`src/rtl/cpuCtrlPkg.sv`:
```
`default_nettype none

package cpuCtrlPkg;

	////////////////////////////////////////
	// Field widths
	////////////////////////////////////////

	localparam int DataWidth = 16; // Instruction word
	localparam int OpWidth   = 4;
	localparam int RegWidth  = 4;
	localparam int ExtWidth  = 4;
	localparam int ImmWidth  = DataWidth - OpWidth - RegWidth; // 8 bits

	// JAL return address goes here
	localparam logic [RegWidth-1:0] LinkReg = RegWidth'(15);

	////////////////////////////////////////
	// Encodings
	////////////////////////////////////////

	// Major opcode, bits 15:12
	typedef enum logic [OpWidth-1:0] {
		OP_RTYPE = 4'd0,  OP_ANDI  = 4'd1,  OP_ORI  = 4'd2,  OP_XORI  = 4'd3,
		OP_OTYPE = 4'd4,  OP_ADDI  = 4'd5,  OP_ADDUI = 4'd6, OP_SUBI = 4'd9,
		OP_CMPI  = 4'd11, OP_BCOND = 4'd12, OP_MOVI = 4'd13, OP_LUI  = 4'd15
	} opcode_t;

	// Register ALU extension, bits 7:4 under OP_RTYPE
	typedef enum logic [ExtWidth-1:0] {
		R_AND = 4'd1, R_OR  = 4'd2, R_XOR  = 4'd3,  R_ADD = 4'd5,
		R_ADDU = 4'd6, R_SUB = 4'd9, R_CMP = 4'd11, R_MOV = 4'd13
	} rExt_t;

	// Memory and jump extension, bits 7:4 under OP_OTYPE
	typedef enum logic [ExtWidth-1:0] {
		O_LOAD = 4'd0, O_SCOND = 4'd3, O_STOR = 4'd4, O_JAL = 4'd8, O_JCOND = 4'd12
	} oExt_t;

	typedef enum logic [RegWidth-1:0] {
		C_EQ = 4'd0,  C_NE = 4'd1,  C_CS = 4'd2,  C_CC = 4'd3,
		C_HI = 4'd4,  C_LS = 4'd5,  C_GT = 4'd6,  C_LE = 4'd7,
		C_FS = 4'd8,  C_FC = 4'd9,  C_LO = 4'd10, C_HS = 4'd11,
		C_LT = 4'd12, C_GE = 4'd13, C_UC = 4'd14,
		C_NV = 4'd15  // Never true
	} cond_t;

	typedef enum logic [3:0] {
		ALU_NOP, ALU_ADD, ALU_ADDU, ALU_SUB, ALU_AND,
		ALU_OR, ALU_XOR, ALU_MOV, ALU_LUI
	} aluOp_t;

	// Register file writeback source
	typedef enum logic [1:0] {
		WB_LINK = 2'd0, WB_COND = 2'd1, WB_ALU = 2'd2, WB_MEM = 2'd3
	} wbSel_t;

	////////////////////////////////////////
	// Instruction word views
	////////////////////////////////////////

	typedef struct packed {
		opcode_t               opcode;
		logic [RegWidth-1:0]   rDst;
		logic [ImmWidth-1:0]   imm;
	} iForm_t;

	// rSrc carries the condition code for SCOND and BCOND
	typedef struct packed {
		opcode_t               opcode;
		logic [RegWidth-1:0]   rDst;  // Condition code for JCOND
		logic [ExtWidth-1:0]   ext;
		logic [RegWidth-1:0]   rSrc;
	} rForm_t;

	typedef union packed {
		iForm_t iForm;
		rForm_t rForm;
	} instWord_t;

	////////////////////////////////////////
	// Status and control bundles
	////////////////////////////////////////

	typedef struct packed {
		logic c; // Carry
		logic l; // Low
		logic f; // Overflow
		logic z; // Zero
		logic n; // Negative
	} psr_t;

	// All active low
	typedef struct packed {
		logic sramCe;
		logic sramOe;
		logic sramWe;
		logic romCe;
		logic romOe;
	} memStrobe_t;

	typedef struct packed {
		logic                branch;
		logic                jump;
		logic                immMux;   // ALU operand B from immVal
		logic                memcMux;  // Memory controller address from register
		logic                pcEn;
		logic                write;    // Register file write enable
		logic                condRslt;
		wbSel_t              wbSel;
		logic [RegWidth-1:0] rDst;
		logic [RegWidth-1:0] rSrc;
		logic [ImmWidth-1:0] immVal;
		aluOp_t              aluOp;
	} dpCtrl_t;

endpackage

`default_nettype wire
```
`src/rtl/controller.sv`:
```
`timescale 1ns/10ps
`default_nettype none

module controller
	import cpuCtrlPkg::*;
(
	input  wire            clk,
	input  wire            rst,
	input  wire instWord_t instruction, // ROM data
	input  wire psr_t      psrIn,       // ALU flags
	output memStrobe_t     mem,
	output dpCtrl_t        ctrl
);

	////////////////////////////////////////
	// Sequencer to decoder
	////////////////////////////////////////

	logic      decoding;
	instWord_t inst;    // Latched word
	psr_t      psr;     // Latched flags
	logic      psrEn;

	fetchSequencer sequencer (
		.clk         (clk),
		.rst         (rst),
		.instruction (instruction),
		.psrIn       (psrIn),
		.psrEn       (psrEn),
		.decoding    (decoding),
		.inst        (inst),
		.psr         (psr)
	);

	// Combinational controls for the datapath
	instructionDecoder decoder (
		.decoding (decoding),
		.inst     (inst),
		.psr      (psr),
		.mem      (mem),
		.ctrl     (ctrl),
		.psrEn    (psrEn)
	);

endmodule

`default_nettype wire

```
`src/rtl/instructionDecoder.sv`:
```
`timescale 1ns/10ps
`default_nettype none

module instructionDecoder
	import cpuCtrlPkg::*;
(
	input  wire            decoding,
	input  wire instWord_t inst,
	input  wire psr_t      psr,
	output memStrobe_t     mem,
	output dpCtrl_t        ctrl,
	output logic           psrEn
);

	cond_t  condCode;
	logic   condTrue;
	aluOp_t regOp;

	////////////////////////////////////////
	// ALU op lookup
	////////////////////////////////////////

	function automatic aluOp_t immAluOp(opcode_t op);
		case (op)
			OP_ADDI:  return ALU_ADD;
			OP_ADDUI: return ALU_ADDU;
			OP_SUBI:  return ALU_SUB;
			OP_CMPI:  return ALU_SUB; // Compare is a subtract without writeback
			OP_ANDI:  return ALU_AND;
			OP_ORI:   return ALU_OR;
			OP_XORI:  return ALU_XOR;
			OP_MOVI:  return ALU_MOV;
			OP_LUI:   return ALU_LUI;
			default:  return ALU_NOP;
		endcase
	endfunction

	function automatic aluOp_t regAluOp(logic [ExtWidth-1:0] ext);
		case (ext)
			R_ADD:   return ALU_ADD;
			R_ADDU:  return ALU_ADDU;
			R_SUB:   return ALU_SUB;
			R_CMP:   return ALU_SUB;
			R_AND:   return ALU_AND;
			R_OR:    return ALU_OR;
			R_XOR:   return ALU_XOR;
			R_MOV:   return ALU_MOV;
			default: return ALU_NOP; // Unknown extension
		endcase
	endfunction

	assign regOp = regAluOp(inst.rForm.ext);

	// JCOND keeps its condition in the rDst slot
	assign condCode = (inst.rForm.opcode == OP_OTYPE && inst.rForm.ext == O_JCOND)
		? cond_t'(inst.rForm.rDst)
		: cond_t'(inst.rForm.rSrc);

	conditionEval condEval (
		.code     (condCode),
		.psr      (psr),
		.condTrue (condTrue)
	);

	////////////////////////////////////////
	// Control decode
	////////////////////////////////////////

	always_comb
	begin
		// FETCH defaults, ROM enabled only while not decoding
		mem = '{sramCe: 1'b1, sramOe: 1'b1, sramWe: 1'b1, romCe: decoding, romOe: decoding};
		ctrl = '0;
		ctrl.wbSel = WB_ALU;
		psrEn = 1'b0;

		if (decoding)
		begin
			case (inst.iForm.opcode)
				OP_ADDI, OP_ADDUI, OP_SUBI, OP_CMPI, OP_ANDI,
				OP_ORI, OP_XORI, OP_MOVI, OP_LUI:
				begin
					ctrl.rDst = inst.iForm.rDst;
					ctrl.immVal = inst.iForm.imm;
					ctrl.immMux = 1'b1;
					ctrl.aluOp = immAluOp(inst.iForm.opcode);
					ctrl.write = (inst.iForm.opcode != OP_CMPI);
					ctrl.pcEn = 1'b1;
					psrEn = 1'b1;
				end

				OP_RTYPE:
					if (regOp != ALU_NOP)
					begin
						ctrl.rDst = inst.rForm.rDst;
						ctrl.rSrc = inst.rForm.rSrc;
						ctrl.aluOp = regOp;
						ctrl.write = (inst.rForm.ext != R_CMP);
						ctrl.pcEn = 1'b1;
						psrEn = 1'b1;
					end

				OP_OTYPE:
					case (inst.rForm.ext)
						O_LOAD:
						begin
							ctrl.rDst = inst.rForm.rDst;
							ctrl.rSrc = inst.rForm.rSrc; // Address register
							ctrl.memcMux = 1'b1;
							ctrl.write = 1'b1;
							ctrl.wbSel = WB_MEM;
							ctrl.pcEn = 1'b1;
							mem.sramCe = 1'b0;
							mem.sramOe = 1'b0;
						end
						O_STOR:
						begin
							ctrl.rDst = inst.rForm.rDst;
							ctrl.rSrc = inst.rForm.rSrc;
							ctrl.memcMux = 1'b1;
							ctrl.pcEn = 1'b1;
							mem.sramCe = 1'b0;
							mem.sramOe = 1'b0;
							mem.sramWe = 1'b0;
						end
						O_SCOND:
						begin
							ctrl.write = 1'b1;
							ctrl.wbSel = WB_COND;
							ctrl.condRslt = condTrue;
							ctrl.pcEn = 1'b1;
						end
						O_JCOND:
						begin
							ctrl.rSrc = inst.rForm.rSrc; // Jump target register
							ctrl.jump = condTrue;
							ctrl.pcEn = 1'b1;
						end
						O_JAL:
						begin
							ctrl.rDst = LinkReg;
							ctrl.rSrc = inst.rForm.rSrc;
							ctrl.jump = 1'b1;
							ctrl.write = 1'b1;
							ctrl.wbSel = WB_LINK;
							ctrl.pcEn = 1'b1;
						end
						default: ; // Unknown extension keeps defaults
					endcase

				OP_BCOND:
				begin
					// Displacement rides on the immediate path
					ctrl.immVal = inst.iForm.imm;
					ctrl.immMux = 1'b1;
					ctrl.branch = condTrue;
					ctrl.pcEn = 1'b1;
				end

				default: ;
			endcase
		end
	end

endmodule

`default_nettype wire

```
`src/rtl/fetchSequencer.sv`:
```
`timescale 1ns/10ps
`default_nettype none

module fetchSequencer
	import cpuCtrlPkg::*;
(
	input  wire        clk,
	input  wire        rst,
	input  wire instWord_t instruction, // From ROM
	input  wire psr_t  psrIn,           // Flags from ALU
	input  wire        psrEn,
	output logic       decoding,
	output instWord_t  inst,
	output psr_t       psr
);

	typedef enum logic {
		FETCH  = 1'b0,
		DECODE = 1'b1
	} state_t;

	state_t state;

	////////////////////////////////////////
	// Two state sequencer
	////////////////////////////////////////

	always_ff @(posedge clk or negedge rst)
	begin
		if (!rst)
			state <= FETCH;
		else
			state <= (state == FETCH) ? DECODE : FETCH;
	end

	assign decoding = (state == DECODE);

	// Instruction latch, loaded on the edge that ends FETCH
	always_ff @(posedge clk or negedge rst)
	begin
		if (!rst)
			inst <= '0;
		else if (state == FETCH)
			inst <= instruction;
	end

	// Flags only update after a flag setting instruction
	always_ff @(posedge clk or negedge rst)
	begin
		if (!rst)
			psr <= '0;
		else if (state == DECODE && psrEn)
			psr <= psrIn;
	end

endmodule

`default_nettype wire

```
`src/rtl/conditionEval.sv`:
```
`timescale 1ns/10ps
`default_nettype none

module conditionEval
	import cpuCtrlPkg::*;
(
	input  wire cond_t code,
	input  wire psr_t  psr,
	output logic       condTrue
);

	always_comb
	begin
		case (code)
			C_EQ: condTrue = psr.z;
			C_NE: condTrue = !psr.z;
			C_CS: condTrue = psr.c;
			C_CC: condTrue = !psr.c;
			C_HI: condTrue = psr.l;
			C_LS: condTrue = !psr.l;
			C_GT: condTrue = psr.n;
			C_LE: condTrue = !psr.n;
			C_FS: condTrue = psr.f;
			C_FC: condTrue = !psr.f;

			// Or-ed forms and their complements
			C_HS: condTrue = psr.z | psr.l;
			C_LO: condTrue = !psr.z & !psr.l;
			C_GE: condTrue = psr.z | psr.n;
			C_LT: condTrue = !psr.z & !psr.n;

			C_UC: condTrue = 1'b1; // Unconditional
			C_NV: condTrue = 1'b0;
			default: condTrue = 1'b0;
		endcase
	end

endmodule

`default_nettype wire

```
`config.mk`:
```
export PLATFORM = sky130hd
export DESIGN_NAME = controller
export DESIGN_NICKNAME = d
export VERILOG_FILES = /design/src/rtl/cpuCtrlPkg.sv /design/src/rtl/controller.sv /design/src/rtl/instructionDecoder.sv /design/src/rtl/fetchSequencer.sv /design/src/rtl/conditionEval.sv
export SDC_FILE = /design/constraint.sdc
export NUM_CORES = 1
export LEC_CHECK = 0
export BUFFER_PORTS_ARGS = -buffer_cell sky130_fd_sc_hd__buf_2
export CELL_PAD_IN_SITES_DETAIL_PLACEMENT = 0
export CELL_PAD_IN_SITES_GLOBAL_PLACEMENT = 1
export CORE_MARGIN = 2
export CORE_UTILIZATION = 38
export CTS_CLUSTER_DIAMETER = 200
export CTS_CLUSTER_SIZE = 28
export DETAILED_ROUTE_END_ITERATION = 16
export MAX_ROUTING_LAYER = met4
export PLACE_DENSITY_LB_ADDON = 0.1
export SETUP_SLACK_MARGIN = 0.15
export SLEW_MARGIN = 10
export SYNTH_ARGS = -nofsm -noshare
export SYNTH_HDL_FRONTEND = slang
export SYNTH_SLANG_ARGS = --single-unit
```
`constraint.sdc`:
```
create_clock -name clk -period 2.5 [get_ports clk]
set_input_delay 0.375 -clock clk [delete_from_list [all_inputs] [get_ports clk]]
set_output_delay 0.375 -clock clk [all_outputs]
set_load 0.005 [all_outputs]
```
# --- Word-level counts from Yosys, hierarchy flattened ---
# Memory sizes are Yosys's and may differ from the RTL's.
# Cells that the tools add are included.
# W data, S select, Z words.
word_totals:
  mem_bits_rw: 0
  latch_bits: 0
  mem_bits_ro: 112
  register_bits: 22
  out_inout_bits: 34
  mem_count: 2
classes:
  reduce_logical: 17
  n_eq_ne: 32
  n_mux: 33
  n_bitwise: 4
  shift: 0
  order_cmp: 0
  n_mul: 0
  n_div: 0
  n_addsub: 0
mem_list:
  columns: ["name", "depth", "word_bits", "read_ports", "rd_ports_with_merged_regs", "write_ports", "line", "source"]
  rows:
  - ["(name not given)", 16, 4, 1, 0, 0, "instructionDecoder.sv:24", "case (op)"]
  - ["(name not given)", 16, 3, 1, 0, 0, "instructionDecoder.sv:39", "case (ext)"]
op_table:
  columns: ["operator", "n"]
  rows:
  - ["$eq A4 B4 Y1 const B", 15]
  - ["$eq A4 B3 Y1 const B", 8]
  - ["$mux W29", 1]
  - ["$pmux W4 S2", 3]
  - ["$eq A4 B2 Y1 const B", 5]
  - ["$mux W8", 2]
  - ["$pmux W1 S16", 1]
  - ["$logic_not A4 Y1", 3]
  - ["$mux W1", 12]
  - ["$mux W4", 3]
  - ["$pmux W4 S3", 1]
  - ["$reduce_or A10 Y1", 1]
  - ["$mux W3", 3]
  - ["$reduce_or A9 Y1", 1]
  - ["$eq A4 B1 Y1 const B", 2]
  - ["$ne A4 B4 Y1 const B", 2]
  - ["$pmux W1 S3", 2]
  - ["$pmux W2 S3", 1]
  - ["$logic_not A1 Y1", 5]
  - ["$reduce_or A5 Y1", 1]
  - ["$mux W2", 2]
  - ["$pmux W1 S2", 2]
  - ["$reduce_bool A4 Y1", 1]
  - ["$reduce_or A4 Y1", 1]
  - ["other kinds (5)", 8]

# --- Longest topological paths before layout ---
# Gate-level depths: netlist of the first run.
depth:
  ltp_word: 8
  ltp_mapped: 7
  depth_no_buf: 6

# --- Cells and area by module ---
# A second synthesis of the first run with hierarchy kept.
unflattened:
  hier_cells: 206
  hier_area_um2: 1863.0
modules_own_cells:
  columns: ["module", "area_each_um2", "seq_area_each_um2", "cells_per_inst", "instances"]
  rows:
  - ["fetchSequencer", 858.3, 550.5, 47, 1]
  - ["instructionDecoder", 820.8, 0.0, 136, 1]
  - ["conditionEval", 183.9, 0.0, 23, 1]

# --- Worst setup path after synthesis of the first run ---
# OpenSTA, ideal clock, no wires.
synth_timing:
  kind: "register -> output"
  start: "reg sequencer.inst[15] (netlist name)"
  end: "out ctrl[27] (netlist name)"
  path_slack_ps: 195
  arrival_time_ps: 1930
  stages_incl_launch_ff: 8
  path_cell_list: "dfrtp_1 > nor4b_4 > and4_1 > buf_6 > mux2_2 > a21oi_2 > o21ai_2 > a311oi_1"
synth_lines:
  columns: ["element", "line", "source"]
  rows:
  - ["from (decl)", "fetchSequencer.sv:13", "output instWord_t inst,"]
  - ["from (signal assigned)", "fetchSequencer.sv:44", "inst <= instruction;"]
  - ["to (decl)", "controller.sv:12", "output dpCtrl_t ctrl"]

==> results of run 1 <==
registers in the layout, summed over array words and instances, names as in the netlist:
name,count
sequencer.decoding,1
sequencer.psr,5
sequencer.inst,16
worst max-delay path: stages (launching register included):
cell and delay [ns]:
dfrtp_1 0.43, nor4b_4 0.33, and4_4 0.28, buf_6 0.12, mux2i_2 0.22, a221o_1 0.19, o21ai_2 0.08, a311oi_2 0.23
buf_2 0.16
metrics by stage:
step / instance area, µm² / setup slack [ns] / utilization (%) / hold slack, ns / setup TNS (ns)
detailed placement: 2370 / 0.0922 / 49.8 / 0.373 / 0
global route: 2650 / -0.310 / 55.7 / 0.107 / -1.86
floorplan: 1890 / 0.195 / - / 0.0794 / 0
CTS: 2580 / -0.159 / 54.2 / 0.0820 / -0.365
global placement: 2370 / 0.101 / 49.8 / 0.384 / 0
finish: 2650 / -0.183 / 55.7 / 0.0668 / -0.499
per-layer routing:
layer  share of wire, %  global-route usage (%)  wire length [µm]  vias up
met2                 42                    27.4              2250       54
met1                 52                    31.6              2790      891
met3                5.2                    4.07               279        2
met5                  0                       -                 0        -
li1                   -                       -                 -      966
met4               0.32                    1.79                17        0
path summary, 6_finish.rpt:
| kind | startpoint | to | slack, ns | cells past startpoint |
|---|---|---|---|---|
| min in group clk | instruction[0] | sequencer.inst[0]$_DFFE_PN0N_ | 0.34 | 2 |
| max reg2reg | sequencer.inst[5]$_DFFE_PN0N_ | sequencer.psr[1]$_DFFE_PN0P_ | 0.45 | 10 |
| max | sequencer.inst[5]$_DFFE_PN0N_ | ctrl[27] | -0.18 | 8 |
| min | rst | sequencer.inst[2]$_DFFE_PN0N_ | 0.07 | 1 |
| max in group asynchronous | rst | sequencer.inst[7]$_DFFE_PN0N_ | 2.07 | 1 |
| min reg2reg | sequencer.inst[6]$_DFFE_PN0N_ | sequencer.inst[6]$_DFFE_PN0N_ | 0.59 | 1 |
area by class of cell:
| cell class | count | area [µm²] | area share [%] |
|---|---|---|---|
| multi-input combinational | 172 | 1280 | 48.5 |
| timing repair buffer | 98 | 626 | 23.6 |
| sequential | 22 | 554 | 20.9 |
| tap | 67 | 83.8 | 3.16 |
| clock buffer | 3 | 41.3 | 1.56 |
| clock inverter | 1 | 30.0 | 1.13 |
| inverter | 8 | 30.0 | 1.13 |
power breakdown:
group          total [µW]  internal [µW]  switching, µW  leakage, µW
Combinational         314            167            147     0.000920
Sequential            408            379           29.3     0.000251
Clock                 336            214            123    0.0000357
Total                1060            759            299      0.00121
timing repair:
action                                  in CTS  in global routing
pin swaps                                    5                 10
gates resized for setup                     21                 13
endpoints found under the setup margin      13                 19
buffers inserted                             8                  4
cell families after synthesis:
logic type,Yosys count,share of synthesized area (%)
muxes,30,17.6
and+or+nand+nor,86,25.2
buffers and inverters,31,7.66
xor gates and xnor gates,1,0.462
DFF,22,29.1
AOI/OAI and AO/OA,55,20.1
cells in the final DEF, fill, tap and decap left out, types with 2 or more instances in the layout:
master | netlist | routed
buf_2 | 2 | 56
buf_4 | 3 | 33
mux2_2 | 26 | 24
dfrtp_1 | 22 | 19
nor2_1 | 18 | 17
nand2_1 | 15 | 15
and2_1 | 12 | 12
a21oi_1 | 11 | 10
nand2b_1 | 8 | 8
inv_1 | 8 | 8
o21ai_0 | 8 | 7
nand3_1 | 8 | 7
buf_6 | 2 | 7
o21a_1 | 4 | 4
nor2b_1 | 4 | 3
mux2i_1 | 4 | 3
nand3b_1 | 3 | 3
a31oi_1 | 3 | 3
a211o_1 | 3 | 3
nor3b_1 | 4 | 3
nor3_1 | 3 | 3
clkbuf_8 | 0 | 3
dfrtp_2 | 0 | 3
mux2_4 | 0 | 2
a21oi_2 | 1 | 2
o22ai_1 | 3 | 2
a2111oi_1 | 0 | 2
nor4_1 | 3 | 2
a211oi_1 | 3 | 2
a21o_1 | 2 | 2
or3_1 | 2 | 2
==> impl_metrics.yaml, run 1 <==
power_and_ir_drop:
  p_total_uw: 1060
  leakage_uw: 0.00121
  p_per_area_mw_per_mm2: 399
  vdd_drop_max_mv: 0.258
placed_design:
  place_congestion: 0.858
  placed_cells: 355
  dp_hpwl_mm: 3.81
  portBuffers: 56
synth:
  yosysMostFrequentCell: "mux2_2"
  ys_ff_latch: 22
  synth_edf_count: 0
  syn-num-nets: 248
  ys_seq_area_share_pct: 29.1
  ys_top_cells_by_count: "26 x mux2_2, 22 x dfrtp_1, 18 x nor2_1, 15 x nand2_1, 14 x clkbuf_1"
  synth_ff_type: "dfrtp_1"
  synth.largest_area_cell: "dfrtp_1"
  synthArstFlopShare_pct: 100
  synth.distinct_cells: 50
  synth.area.top_cells: "dfrtp_1 29%, mux2_2 15%, and2_1 4.0%"
  synthCells: 225
  synthesis.area_mm2: 0.00189
  yosysTopAreaCellShare_pct: 29.1
  yosys_warnings: 0
  syn_area_per_cell_um2: 8.42
job:
  maxCapViolCount: 0
sta:
  finalMaxSlewViolations: 0
  fmax_ghz: 0.373
  slew-limit-headroom_pct: 65.0
  fin_skew_ns: 0.00287
  grt_setup_unrepaired: "yes"
  min_period_ns: 2.68
  finalHoldViolCount: 0
  worstMarginPinSlew_ns: 0.524
  post-route-period-util_pct: 107
  setup_slack_ns: -0.183
  setup_viol: 4
grt:
  overflow: 0
  grt_pass1_wl_mm: 8.38
  track_usage_pct: 20.1
  grt_max_degree: 23
  grt_pass1_vias: 1656
  antenna_found_initial: 0
cts:
  htree_num_levels: 1
  cts_buffers: 3
  root_buffer: "clkbuf_8"
  cts_sinks: 22
  clk_pin_slew_worst_paths_ns: 0.09
  clk_latency_ns: 0.26
  holdBufCountCts: 0
  cts_tree: "yes"
  clk_path_buf_depth: 2
drt:
  first_iter_violations: 80
  wl_per_cell_um: 14.4
  drc: 0
  ant_nets: 0
  vias_per_cell: 5.16
  wl_mm: 5.34
  first_pass_iters: 4
  num_vias: 1913
die:
  die_x_um: 74.6
  die_h_um: 74.6
  initial_core_util_pct: 39.8
  ios: 57
  rows: 25
  dieArea_mm2: 0.00557
  core-area_mm2: 0.00475
layout:
  syn_to_final_growth_pct: 39.8
  final_nets: 328
  drive_gt1_share_pct: 49.0
  fillers: 472
  fin_cells: 371
  diodes: 0
outcome:
  violations: "negative setup slack"
  status: "finished, violations left"
hold_path:
  hold_path.class: "input pin to async pin"
worst_setup_path:
  cp.required_ns: 2.12
  critPathArrivalTime_ns: 2.31
  path_max_fanout: 6
  worstSetupEndpointType: "primary output"
  path_class: "flip-flop to primary output"
  worstSetupStartpointType: "flip-flop"
No activity file was read; power rests on OpenSTA's default activity.
==> run 2, diff against run 1 <==
--- a/config.mk
+++ b/config.mk
@@ -13,7 +13,6 @@
 export CTS_CLUSTER_DIAMETER = 200
 export CTS_CLUSTER_SIZE = 28
 export DETAILED_ROUTE_END_ITERATION = 16
-export MAX_ROUTING_LAYER = met4
 export PLACE_DENSITY_LB_ADDON = 0.1
 export SETUP_SLACK_MARGIN = 0.15
 export SLEW_MARGIN = 10
==> run 2 against run 1 <==
  * The flow still finishes with violations (negative setup slack)
  * Final area unchanged
  * Sequential share of layout area unchanged
  * Final cell count unchanged
  * Fmax down 0.66%
==> impl_metrics.yaml, run 2 (synthesis results as in run 1) <==
power_and_ir_drop:
  cellInternalPower_uw: 759
  p_per_area_mw_per_mm2: 399
  clock_power_share_pct: 31.7
  power_frac_comb_pct: 29.7
  swShare_pct: 28.1
  p_switching_uw: 297
  p_seq_share_pct: 38.6
  leakage_uw: 0.00121
  vdd_drop_max_mv: 0.257
die:
  rows: 25
  die_x_um: 74.6
  dieArea_mm2: 0.00557
  die_h_um: 74.6
  initial_core_util_pct: 39.8
  ios: 57
  core-area_mm2: 0.00475
cts:
  holdBufCountCts: 0
  clk_path_buf_depth: 2
  cts_buffers: 3
  clk_pin_slew_worst_paths_ns: 0.08
  cts_tree: "yes"
  htree_num_levels: 1
  clk_latency_ns: 0.26
  cts_sinks: 22
  root_buffer: "clkbuf_8"
layout:
  syn_to_final_growth_pct: 39.8
  final_nets: 328
  diodes: 0
  drive_gt1_share_pct: 49.0
  final_common_cell: "buf_2"
  fillers: 472
  post-route-util_pct: 55.7
  final_cell_mix: "56 x buf_2, 33 x buf_4, 24 x mux2_2"
  largest_register_ffs: 16
  largest-register: "sequencer.inst"
sta:
  finalMaxSlewViolations: 0
  grt_setup_unrepaired: "yes"
  fin_skew_ns: 0.00138
  setup_slack_ns: -0.200
  slew-limit-headroom_pct: 65.0
  post-route-period-util_pct: 108
  tns_ns: -0.508
  finalHoldViolCount: 0
  fmax_ghz: 0.370
  min_period_ns: 2.70
  worstMarginPinSlew_ns: 0.524
  setup_viol: 4
grt:
  grt_pass1_wl_mm: 8.38
  grt_pass1_vias: 1655
  overflow: 0
  antenna_found_initial: 0
  track_usage_pct: 19.5
  grt_max_degree: 23
drt:
  wl_mm: 5.32
  drc: 0
  wl_per_cell_um: 14.3
  num_vias: 1898
  ant_nets: 0
  first_iter_violations: 84
  first_pass_iters: 4
  vias_per_cell: 5.12
placed_design:
  place_congestion: 0.845
  dp_hpwl_mm: 3.81
  portBuffers: 56
worst_setup_path:
  path_class: "flip-flop to primary output"
  cp.required_ns: 2.12
  critPathArrivalTime_ns: 2.33
  worstSetupStartpointType: "flip-flop"
  worstSetupEndpointType: "primary output"
  path_max_fanout: 6
outcome:
  status: "finished, violations left"
  violations: "negative setup slack"
hold_path:
  hold_path.class: "input pin to async pin"
job:
  maxCapViolCount: 0
run 2: worst paths after layout:
check                                                 end                     startpoint  slack [ns]  cells after the start
max                                              ctrl[27]  sequencer.inst[5]$_DFFE_PN0N_       -0.20                      8
min                         sequencer.inst[2]$_DFFE_PN0N_                            rst        0.07                      1
max reg2reg                  sequencer.psr[1]$_DFFE_PN0P_  sequencer.inst[5]$_DFFE_PN0N_        0.45                     10
min reg2reg                 sequencer.inst[6]$_DFFE_PN0N_  sequencer.inst[6]$_DFFE_PN0N_        0.58                      1
max in group asynchronous   sequencer.inst[7]$_DFFE_PN0N_                            rst        2.07                      1
min in group clk           sequencer.inst[13]$_DFFE_PN0N_                instruction[13]        0.34                      2
run 2: per-layer routing:
layer / vias to the layer above / part of all wire (%) / GRT usage [%]
met4: 0 / 0.32 / 1.79
met3: 2 / 5.4 / 4.20
met1: 875 / 53 / 31.2
li1: 965 / - / -
met2: 56 / 42 / 27.5
met5: - / 0 / 0
run 2: layout make-up:
cell class	count	area, µm²	share of cell area [%]
multi-input combinational	172	1280	48.5
timing repair buffer	98	626	23.6
sequential	22	554	20.9
tap	67	83.8	3.16
clock buffer	3	41.3	1.56
clock inverter	1	30.0	1.13
inverter	8	30.0	1.13
run 2: power by group through the flow:
| stage | clock network, µW | logic [µW] | registers, µW |
|---|---|---|---|
| CTS | 346 | 301 | 407 |
| detailed placement | 0 | 276 | 414 |
| finish | 335 | 313 | 408 |
| floorplan | 0 | 172 | 403 |
| global route | 358 | 347 | 413 |
| global placement | 0 | 277 | 414 |
run 2: metrics by stage:
step	setup WS (ns)	instances	total power [µW]	instance area, µm²	hold slack [ns]
after CTS	-0.159	367	1050	2580	0.0820
after global placement	0.101	355	691	2370	0.384
after detailed placement	0.0922	355	690	2370	0.373
final	-0.200	371	1060	2650	0.0681
after global routing	-0.310	371	1120	2650	0.107
after floorplan	0.195	225	575	1890	0.0794
run 2: critical path, stage by stage (launching register included):
cell	delay [ns]
dfrtp_1	0.43
nor4b_4	0.33
and4_4	0.28
buf_6	0.12
mux2i_2	0.22
a221o_1	0.19
o21ai_2	0.08
a311oi_2	0.25
buf_2	0.16
run 2: what timing repair did:
item                                    4_1_cts  5_1_grt
pin swaps                                     5       10
endpoints found under the setup margin       13       19
endpoints found under the hold margin         0        0
setup buffers                                 8        4
resized for setup                            21       13
==> run 3, diff against run 2 <==
--- a/config.mk
+++ b/config.mk
@@ -6,10 +6,11 @@
 export NUM_CORES = 1
 export LEC_CHECK = 0
 export BUFFER_PORTS_ARGS = -buffer_cell sky130_fd_sc_hd__buf_2
+export CAP_MARGIN = 20
 export CELL_PAD_IN_SITES_DETAIL_PLACEMENT = 0
 export CELL_PAD_IN_SITES_GLOBAL_PLACEMENT = 1
 export CORE_MARGIN = 2
-export CORE_UTILIZATION = 38
+export CORE_UTILIZATION = 35
 export CTS_CLUSTER_DIAMETER = 200
 export CTS_CLUSTER_SIZE = 28
 export DETAILED_ROUTE_END_ITERATION = 16
==> run 3 against run 2 <==
  * Critical path depth unchanged
  * Combinational power about the same
  * Worst setup slack got worse by 0.043 ns
  * Largest power group unchanged
  * The run still ends with negative setup slack left
==> impl_metrics.yaml, run 3 (synthesis results as in run 1) <==
outcome:
  status: "finished, violations left"
  violations: "negative setup slack"
worst_setup_path:
  cpLargestDelayFamily: "compound AO/OA/AOI/OAI gates"
  r2r-end: "sequencer.psr[3]$_DFFE_PN0P_"
  critPathArrivalTime_ns: 2.37
  cp_num_buf_inv: 2
  path_class: "flip-flop to primary output"
  reg2reg_from: "sequencer.inst[4]$_DFFE_PN0N_"
  critPathSlowestCell: "a2111oi_0"
  path_cells: "buf_4 -> nor2_1 -> a2111oi_0 -> nor4_1 -> a31oi_1 -> nand3_2 -> a311oi_2 -> buf_2"
  reg2reg_slack_ns: 0.52
  ff2ff_path_depth: 9
  slowest_delay_ns: 0.60
  path_max_fanout: 5
  worstSetupEndpointType: "primary output"
  cp.required_ns: 2.12
  worstSetupStartpointType: "flip-flop"
layout:
  syn_to_final_growth_pct: 39.7
  largest_register_ffs: 16
  drive_gt1_share_pct: 50.2
  fillers: 519
  diodes: 0
  multi_input_area_mm2: 0.00131
  largest-register: "sequencer.inst"
  final_common_cell: "buf_2"
  seqCellArea_um2: 554
  final_nets: 323
  final_cell_mix: "56 x buf_2, 30 x buf_4, 25 x mux2_2"
grt:
  grt_max_degree: 23
  grt_pass1_vias: 1792
  track_usage_pct: 18.5
  grt_pass1_wl_mm: 9.07
  grt.met2_usage_pct: 26.7
  met3_usage_pct: 3.60
  busiest_layer: "met1"
  overflow: 0
  antenna_found_initial: 0
  grt.met1_usage_pct: 28.0
drt:
  first_pass_iters: 4
  vias_per_cell: 5.21
  num_vias: 1921
  first_iter_violations: 142
  wl_mm: 5.50
  ant_nets: 0
  wl_per_cell_um: 14.9
  drc: 0
sta:
  post-route-period-util_pct: 110
  worstMarginPinSlew_ns: 0.594
  setup_viol: 3
  tns_ns: -0.551
  fin_skew_ns: 0.00403
  fmax_ghz: 0.364
  slew-limit-headroom_pct: 59.4
  grt_setup_unrepaired: "yes"
  holdWs_ns: 0.0658
  finalMaxSlewViolations: 0
  setup_slack_ns: -0.244
  finalHoldViolCount: 0
  min_period_ns: 2.74
power_and_ir_drop:
  p_total_uw: 1070
  leakage_uw: 0.00119
  p_per_area_mw_per_mm2: 405
  vdd_drop_max_mv: 0.195
placed_design:
  dp_hpwl_mm: 3.90
  portBuffers: 56
  place_congestion: 0.841
  post-place-ws_ns: 0.0885
cts:
  htree_num_levels: 1
  clk_latency_ns: 0.27
  holdBufCountCts: 0
  clk_path_buf_depth: 2
  clk_pin_slew_worst_paths_ns: 0.09
  cts_buffers: 3
  root_buffer: "clkbuf_8"
  cts_tree: "yes"
  cts_sinks: 22
die:
  die_h_um: 77.6
  rows: 26
  core-area_mm2: 0.00517
  dieArea_mm2: 0.00602
  initial_core_util_pct: 36.6
  ios: 57
  die_x_um: 77.6
hold_path:
  hold_path.class: "input pin to async pin"
job:
  maxCapViolCount: 0
-- run 3: changes by cell type in the layout (fill, tap and decap cells not counted), sizes merged --
cell,previous run,this run
buf,98,93
-- run 3: worst max-delay path by stage --
stage | start | to | slack, ns | depth (start not counted)
after detailed placement | sequencer.psr[1]$_DFFE_PN0P_ | ctrl[27] | 0.09 | 7
after floorplan | sequencer.inst[15]$_DFFE_PN0N_ | ctrl[27] | 0.19 | 7
after CTS | sequencer.inst[15]$_DFFE_PN0N_ | ctrl[27] | -0.15 | 8
after global placement | sequencer.inst[1]$_DFFE_PN0N_ | ctrl[27] | 0.04 | 8
final | sequencer.psr[1]$_DFFE_PN0P_ | ctrl[27] | -0.24 | 8
after global routing | sequencer.psr[1]$_DFFE_PN0P_ | ctrl[27] | -0.40 | 8
-- run 3: stage by stage --
stage               cell area (µm²)  util (%)  std cells
finish                         2650      51.2        369
global route                   2650      51.2        369
CTS                            2550      49.3        365
detailed placement             2380      46.0        359
global placement               2380      46.0        359
floorplan                      1890         -        225
-- run 3: layer usage --
layer	up-vias	wire length (µm)
li1	957	-
met1	880	2860
met2	77	2220
met3	7	344
met4	0	66
met5	-	0
-- run 3: worst register-to-register path, stage by stage, from the launching register on --
cell and delay, ns:
dfrtp_2 0.45, buf_4 0.15, buf_12 0.14, nor3b_4 0.23, o21bai_2 0.11, a21oi_1 0.14, nor2_1 0.08, nor2_1 0.11
buf_4 0.15, mux2_2 0.33
-- run 3: report_power, final --
part	switching, µW	internal, µW	total (µW)
clock	134	214	349
combinational	153	162	314
sequential	30.1	379	409
-- run 3: timing repair --
action                                  CTS  global route
setup buffers                             2             4
gates resized for setup                  23            17
endpoints found under the setup margin   13            26
pin swaps                                 7             9
-- run 3: layout make-up --
cell class | count | share of cell area [%]
Multi-Input combinational cell | 172 | 49.5
Timing Repair Buffer | 93 | 22.4
Sequential cell | 22 | 20.9
Tap cell | 70 | 3.31
Clock buffer | 3 | 1.56
Clock inverter | 1 | 1.13
Inverter | 8 | 1.13
